## src/design/pad_params.svh

```systemverilog
/*
 * Controller port parameters
 * Port count, host and console widths, mouse idle timeout and the
 * word seen on a multitap port with nothing plugged in
 */

`ifndef PAD_PARAMS_SVH
`define PAD_PARAMS_SVH

// Multitap ports behind the console connector
`define PAD_PORT_COUNT 5

// Host gamepad word, only the low bits carry buttons
`define PAD_HOST_BITS 12

// Console reads one nibble at a time
`define PAD_NIBBLE_BITS 4

// Idle counter width, saturation resets the mouse packet
`define PAD_MOUSE_TIMEOUT_BITS 15

// Empty multitap port
`define PAD_IDLE_WORD 16'h0FFF

`endif
```

## src/design/pad_pkg.sv

```systemverilog
/*
 * Controller port types
 * Vector widths and packed bundles shared by the port logic
 */

`default_nettype none

`include "pad_params.svh"

package pad_pkg;

	typedef logic [`PAD_NIBBLE_BITS-1:0] nibble_t;      // One console read
	typedef logic [4*`PAD_NIBBLE_BITS-1:0] pad_word_t;  // Four nibbles, active low
	typedef logic [`PAD_HOST_BITS-1:0] host_pad_t;      // Host gamepad buttons
	typedef logic [2:0] port_idx_t;                     // Multitap port number
	typedef logic signed [7:0] mouse_delta_t;           // One axis step

	// Console output lines, clr on bit 1 and sel on bit 0
	typedef struct packed {
		logic clr;
		logic sel;
	} pad_ctrl_t;

	// Static options from the host menu
	typedef struct packed {
		logic swap;      // Trade host ports 0 and 1
		logic turbotap;  // Five port multitap
		logic buttons6;  // Six button pads
		logic mouse_en;  // Mouse on port 0
	} pad_cfg_t;

	typedef struct packed {
		logic         strobe;  // Single cycle, report valid
		mouse_delta_t dx;
		mouse_delta_t dy;
		logic         lbtn;
		logic         rbtn;
	} mouse_report_t;

	// Registered control lines with their rising edges
	typedef struct packed {
		logic clr;
		logic sel;
		logic clr_rise;
		logic sel_rise;
	} pad_event_t;

endpackage

`default_nettype wire

```

## src/design/pad_port_top.sv

```systemverilog
/*
 * Controller port top level
 * Decode, mouse packet and multitap sequencer between the host pads
 * and the nibble the console reads
 */

`default_nettype none

`include "pad_params.svh"

module pad_port_top (
	input  wire                    clk_sys,
	input  wire                    rst,
	input  pad_pkg::pad_ctrl_t     ctrl,
	input  pad_pkg::pad_cfg_t      cfg,
	input  pad_pkg::host_pad_t     host_pads [`PAD_PORT_COUNT],
	input  pad_pkg::mouse_report_t mouse,
	output pad_pkg::nibble_t       joy_in
);

	pad_pkg::pad_event_t ev;
	pad_pkg::pad_word_t  pad_words [`PAD_PORT_COUNT];
	pad_pkg::nibble_t    mouse_nib;

	pad_decode i_pad_decode (
		.clk_sys   (clk_sys),
		.rst       (rst),
		.ctrl      (ctrl),
		.cfg       (cfg),
		.host_pads (host_pads),
		.ev        (ev),
		.pad_words (pad_words)
	);

	mouse_packet i_mouse_packet (
		.clk_sys   (clk_sys),
		.rst       (rst),
		.ev        (ev),
		.mouse     (mouse),
		.mouse_nib (mouse_nib)
	);

	// Also takes the result latch
	tap_sequencer i_tap_sequencer (
		.clk_sys   (clk_sys),
		.rst       (rst),
		.ev        (ev),
		.cfg       (cfg),
		.pad_words (pad_words),
		.mouse     (mouse),
		.mouse_nib (mouse_nib),
		.joy_in    (joy_in)
	);

endmodule

`default_nettype wire

```

## src/design/tap_sequencer.sv

```systemverilog
/*
 * Multitap sequencer
 * Steps the multitap port on sel, toggles the six-button half on clr,
 * picks the word for the current port and latches the nibble the console reads
 */

`default_nettype none

`include "pad_params.svh"

module tap_sequencer (
	input  wire                    clk_sys,
	input  wire                    rst,
	input  pad_pkg::pad_event_t    ev,
	input  pad_pkg::pad_cfg_t      cfg,
	input  pad_pkg::pad_word_t     pad_words [`PAD_PORT_COUNT],
	input  pad_pkg::mouse_report_t mouse,
	input  pad_pkg::nibble_t       mouse_nib,
	output pad_pkg::nibble_t       joy_in
);

	pad_pkg::port_idx_t port;
	logic               high_buttons;  // Second half of a six-button pad
	logic [7:0]         mouse_byte;
	pad_pkg::pad_word_t cur_word;
	pad_pkg::nibble_t   cur_nib;

	// ==============================
	// Word and nibble select
	// ==============================

	// Movement nibble on top, run and select plus mouse buttons below
	assign mouse_byte = {mouse_nib, pad_words[0][3:2], ~mouse.lbtn, ~mouse.rbtn};

	always_comb begin
		if (port >= pad_pkg::port_idx_t'(`PAD_PORT_COUNT)) begin
			cur_word = `PAD_IDLE_WORD;  // Nothing behind ports 5 to 7
		end else if (port == '0 && cfg.mouse_en) begin
			cur_word = {mouse_byte, mouse_byte};
		end else begin
			cur_word = pad_words[port];
		end
	end

	assign cur_nib = cur_word[{high_buttons, ev.sel, 2'b00} +: `PAD_NIBBLE_BITS];

	// ==============================
	// Port counter and latch
	// ==============================

	always_ff @(posedge clk_sys) begin
		if (rst) begin
			port         <= '0;
			high_buttons <= 1'b0;
			joy_in       <= '0;
		end else begin
			joy_in <= cur_nib;
			if (ev.clr) begin
				// Console holds clr high to restart the scan
				port   <= '0;
				joy_in <= '0;
				if (ev.clr_rise)
					high_buttons <= ~high_buttons & cfg.buttons6;
			end else if (ev.sel_rise && cfg.turbotap) begin
				port <= port + 3'd1;  // Wraps at 8
			end
		end
	end

endmodule

`default_nettype wire

```

## src/design/mouse_packet.sv

```systemverilog
/*
 * Mouse packet builder
 * Holds the latest host mouse report and hands the console one movement
 * nibble per clr rise, x high first and y low last
 */

`default_nettype none

`include "pad_params.svh"

module mouse_packet (
	input  wire                    clk_sys,
	input  wire                    rst,
	input  pad_pkg::pad_event_t    ev,
	input  pad_pkg::mouse_report_t mouse,
	output pad_pkg::nibble_t       mouse_nib
);

	pad_pkg::mouse_delta_t pend_x;  // Waiting for the next packet
	pad_pkg::mouse_delta_t pend_y;
	pad_pkg::mouse_delta_t cur_x;   // Packet being read out
	pad_pkg::mouse_delta_t cur_y;
	logic [1:0] nib_cnt;
	logic [`PAD_MOUSE_TIMEOUT_BITS-1:0] idle_cnt;

	// ==============================
	// Idle timeout
	// ==============================

	// Console stops pulsing clr when it gives up on the mouse
	always_ff @(posedge clk_sys) begin
		if (rst) begin
			idle_cnt <= '1;
		end else if (ev.clr) begin
			idle_cnt <= '0;
		end else if (~&idle_cnt) begin
			idle_cnt <= idle_cnt + 1'b1;
		end
	end

	// ==============================
	// Packet state
	// ==============================

	always_ff @(posedge clk_sys) begin
		if (rst) begin
			nib_cnt <= 2'd3;
			pend_x  <= '0;
			pend_y  <= '0;
			cur_x   <= '0;
			cur_y   <= '0;
		end else begin
			if (&idle_cnt)
				nib_cnt <= 2'd3;  // Resync, next clr rise starts a packet
			if (ev.clr_rise) begin
				nib_cnt <= nib_cnt + 2'd1;
				if (&nib_cnt) begin
					cur_x  <= pend_x;
					cur_y  <= pend_y;
					pend_x <= '0;
					pend_y <= '0;
				end
			end
			// Late report wins over the clear above
			if (mouse.strobe) begin
				pend_x <= -mouse.dx;  // Console x axis runs the other way
				pend_y <= mouse.dy;
			end
		end
	end

	always_comb begin
		case (nib_cnt)
			2'd0: mouse_nib = cur_x[7:4];
			2'd1: mouse_nib = cur_x[3:0];
			2'd2: mouse_nib = cur_y[7:4];
			default: mouse_nib = cur_y[3:0];
		endcase
	end

endmodule

`default_nettype wire

```

## src/design/pad_decode.sv

```systemverilog
/*
 * Pad decode
 * Registers the console control lines and flags their rising edges,
 * then turns each host gamepad word into an active-low console pad word
 */

`default_nettype none

`include "pad_params.svh"

module pad_decode (
	input  wire                      clk_sys,
	input  wire                      rst,
	input  pad_pkg::pad_ctrl_t       ctrl,
	input  pad_pkg::pad_cfg_t        cfg,
	input  pad_pkg::host_pad_t       host_pads [`PAD_PORT_COUNT],
	output pad_pkg::pad_event_t      ev,
	output pad_pkg::pad_word_t       pad_words [`PAD_PORT_COUNT]
);

	// ==============================
	// Control lines
	// ==============================

	always_ff @(posedge clk_sys) begin
		if (rst) begin
			ev <= '0;
		end else begin
			ev.clr      <= ctrl.clr;
			ev.sel      <= ctrl.sel;
			ev.clr_rise <= ctrl.clr & ~ev.clr;  // ev.clr holds last cycle's line
			ev.sel_rise <= ctrl.sel & ~ev.sel;
		end
	end

	// ==============================
	// Pad words
	// ==============================

	// Host order is right, left, down, up, I, II, select, run, III..VI
	// Console nibbles are buttons, directions, extra buttons, zero
	function automatic pad_pkg::pad_word_t remap_pad(input pad_pkg::host_pad_t h);
		pad_pkg::nibble_t dirs;

		dirs = {h[1], h[2], h[0], h[3]};  // Left, down, right, up
		remap_pad = {4'h0, ~h[11:8], ~dirs, ~h[7:4]};
	endfunction

	pad_pkg::host_pad_t src_pads [`PAD_PORT_COUNT];

	always_comb begin
		for (int i = 0; i < `PAD_PORT_COUNT; i++) begin
			src_pads[i] = host_pads[i];
		end
		if (cfg.swap) begin
			src_pads[0] = host_pads[1];
			src_pads[1] = host_pads[0];
		end
	end

	always_ff @(posedge clk_sys) begin
		for (int i = 0; i < `PAD_PORT_COUNT; i++) begin
			pad_words[i] <= remap_pad(src_pads[i]);
		end
	end

endmodule

`default_nettype wire

```

## config.mk

```make
export PLATFORM = sky130hd
export DESIGN_NAME = pad_port_top
export DESIGN_NICKNAME = d
export VERILOG_FILES = /design/src/design/pad_pkg.sv /design/src/design/pad_port_top.sv /design/src/design/tap_sequencer.sv /design/src/design/mouse_packet.sv /design/src/design/pad_decode.sv
export VERILOG_INCLUDE_DIRS = /design/src /design/src/design
export SDC_FILE = /design/constraint.sdc
export NUM_CORES = 1
export LEC_CHECK = 0
export ABC_AREA = 1
export BUFFER_PORTS_ARGS = -buffer_cell sky130_fd_sc_hd__buf_2
export CORE_MARGIN = 2
export CORE_UTILIZATION = 29
export CTS_CLUSTER_SIZE = 24
export DETAILED_ROUTE_END_ITERATION = 6
export PLACE_DENSITY = 0.51
export SYNTH_ARGS = -nofsm -noshare
export SYNTH_HDL_FRONTEND = slang
export SYNTH_HIERARCHICAL = 1
export SYNTH_SLANG_ARGS = --single-unit
export TNS_END_PERCENT = 20
```

## constraint.sdc

```tcl
create_clock -name clk_sys -period 2.3 [get_ports clk_sys]
set_input_delay 0.46 -clock clk_sys [delete_from_list [all_inputs] [get_ports clk_sys]]
set_output_delay 0.46 -clock clk_sys [all_outputs]
set_load 0.01 [all_outputs]
```

==> summary.md <==
| Metric | Value |
|---|---|
| Worst Max-Slew Pin Slew | `518 ps` |
| DR DRC count | `0` |
| PortBufs | `90` |
| DR vias/cell | `4.20` |
| Max cap viols | `0` |
| Post-Syn Instances | `813` |
| Rows | `51` |
| Register bit total from synthesis | `121` |
| Total GRT Usage | `0.134` |
| Post-synth ARST share | `0` |
| Setup slack, reg-to-reg | `600 ps` |
| CTS buffer count | `17` |
| Avg Inst Size Synth | `7.09 um2` |
| Status | `completed` |
| Post-synth EDFFs | `0` |
| Worst rel slew slack | `0.654` |
| Worst Setup Start Kind | `flop` |
| Arrival time at the worst endpoint | `2050 ps` |
| CTS Buffer Depth | `2` |
| Top-Level Pins | `91` |
| Largest net degree at the start of global routing | `38` |
| Fin nets | `991` |
| Final hold slack | `176 ps` |
| Worst Hold Depth | `2` |
| Main synth FF type | `dfxtp_1` |
| Seq/Total Area, Yosys | `0.420` |
| Cell taking the most area after synthesis | `dfxtp_1` |
| Final-report max-slew violation count | `0` |
| Post-synth cell types | `35` |
| Worst-path clk slew | `60 ps` |
| Total core area | `0.0195 mm2` |
| Layout area overhead | `19.8%` |
| CTS tree | `done` |
| H-tree depth | `4` |
| Initial antenna violation count | `0` |
| Final-report setup violation count | `0` |
| Worst Setup End Kind | `flop` |
| Drt total wl | `13,600 um` |
| Hold WC Path Type | `in -> reg` |
| Synth area leaders | `dfxtp_1 (42%), nand2_1 (14%), inv_1 (7.9%)` |
| Final Hold Viols | `0` |
| RSZ-0062 raised after global routing | `no` |
| Layout cells sized above 1 | `0.188` |
| Top-count cell post-synth | `nand2_1` |
| Post-CTS Resized | `0` |
| Worst setup skew after layout | `17.3 ps` |
| Dpl hpwl | `10,100 um` |
| Synth top cells by count | `nand2_1 (214), dfxtp_1 (121), inv_1 (121)` |
| Post-CTS setup buffers | `0` |
| Synth Cell Area | `0.00577 mm2` |
| Critical-path maximum fanout | `33` |
| Iter 0 DRT Violations | `288` |
| Fin Setup TNS | `0 ps` |
| Worst IR Drop VDD | `0.000538 V` |
| YS warnings | `6` |
| Die ar. | `0.0210 mm2` |
| Vias in the first global route | `4,712` |
| GPL Wtd Cong | `0.837` |
| Die Wd | `145 um` |
| Final ANT Viol Nets | `0` |
| Crit Path Class | `reg -> reg` |
| Fmax | `0.587 GHz` |
| Routed WL per cell | `11.6 um` |
| Clock latency on the worst-skew pair | `420 ps` |
| Required time worst endpoint | `2640 ps` |
| Die Y | `145 um` |
| Tcrit/Tclk final | `0.740` |
| TritonRoute pass-1 iters | `5` |
| Initial Util | `0.296` |
| PwrDens | `861 mW/mm2` |
| CTS root buf | `clkbuf_16` |
| Post-CTS Hold Fix Bufs | `0` |
| Clk sinks | `121` |
| Reg2Reg Depth | `7` |
| Diode count | `0` |
| First-pass GRT wire length | `22,600 um` |
| Post-synth top area share | `0.420` |
| Leak | `3.52 nW` |
| Gr ovfl total | `0` |
| Via count | `4,931` |
| Tmin final | `1700 ps` |
[where the power goes]
part / internal (mW) / total, mW / switching [mW]
logic: 0.263 / 0.683 / 0.419
registers: 2.25 / 2.33 / 0.0863
clock network: 1.95 / 2.93 / 0.979
total: 4.47 / 5.95 / 1.48
[final cells by class]
cell class	count	area [um2]
Clock buffer	18	439
Clock inverter	14	219
Fill cell	2126	12600
Inverter	128	497
Multi-Input combinational cell	529	2490
Sequential cell	121	2420
Tap cell	265	332
Timing Repair Buffer	98	510
[cells by family (layout without fill, tap and decap cells)]
| group | Yosys count | in the layout | share of synthesized area |
|---|---|---|---|
| AOI/OAI and AO/OA | 130 | 130 | 0.121 |
| DFF | 121 | 121 | 0.420 |
| other | 1 | 20 | 0.000650 |
| and+or+nand+nor | 370 | 370 | 0.279 |
| buffers and inverters | 182 | 258 | 0.160 |
| adders and majority gates | 9 | 9 | 0.0195 |
[worst paths after layout]
check / start / end
worst min-delay path: host_pads[5] / i_pad_decode/pad_words[1]
worst min register to register: i_mouse_packet/cur_x[5] / i_mouse_packet/cur_x[5]
worst max-delay path: i_tap_sequencer/port[0] / i_tap_sequencer/joy_in[0]
worst max register to register: i_tap_sequencer/port[0] / i_tap_sequencer/joy_in[0]
[routing by layer]
metal  GRT usage  part of all wire
met5           0                 0
met4      0.0450             0.012
met3      0.0336             0.028
met2       0.219              0.47
met1       0.171              0.50
[registers in the layout, indices dropped and copies added (netlist names)]
register,cells
i_mouse_packet/cur_x,8
i_tap_sequencer/port,3
i_tap_sequencer/joy_in,4
i_mouse_packet/pend_x,8
i_mouse_packet/cur_y,8
i_pad_decode/ev,4
i_tap_sequencer/high_buttons,1
i_mouse_packet/idle_cnt,15
i_mouse_packet/pend_y,8
i_pad_decode/pad_words,60
i_mouse_packet/nib_cnt,2
[critical path, cell delays in order, from the launching register on]
cell	delay (ps)
dfxtp_1	460
buf_4	410
nor2_1	90
nor2_1	90
o21ai_1	70
a21oi_1	230
o21ai_0	130
a21oi_2	130
[through the flow]
stage	util	area (um2)	setup slack (ps)	power, mW	instances
finish	0.355	6910	597	5.95	1173
global route	0.355	6910	404	6.25	1173
CTS	0.355	6910	582	6.04	1173
detailed placement	0.321	6250	599	3.07	1141
global placement	0.321	6250	625	3.06	1141
floorplan	-	5840	749	2.89	832
[layout by cell type, fill, tap and decap left out, types with 2 or more instances in the layout]
cell	count
o21ai_0	39
nor2_1	53
nand2_1	214
inv_6	2
nor2_2	2
ha_1	9
dfxtp_1	121
or2_2	11
inv_2	3
buf_2	90
nand3_1	65
o211ai_1	4
nand4_1	6
a21oi_2	3
o21ai_1	13
inv_1	121
a21oi_1	54
nor2_4	4
bufinv_16	5
inv_8	2
buf_4	8
clkbuf_16	17
conb_1	20
o22ai_1	4
a31oi_1	10
clkinvlp_4	5
nand2_2	12
clkinv_2	2
(Power assumes the default switching activity.)
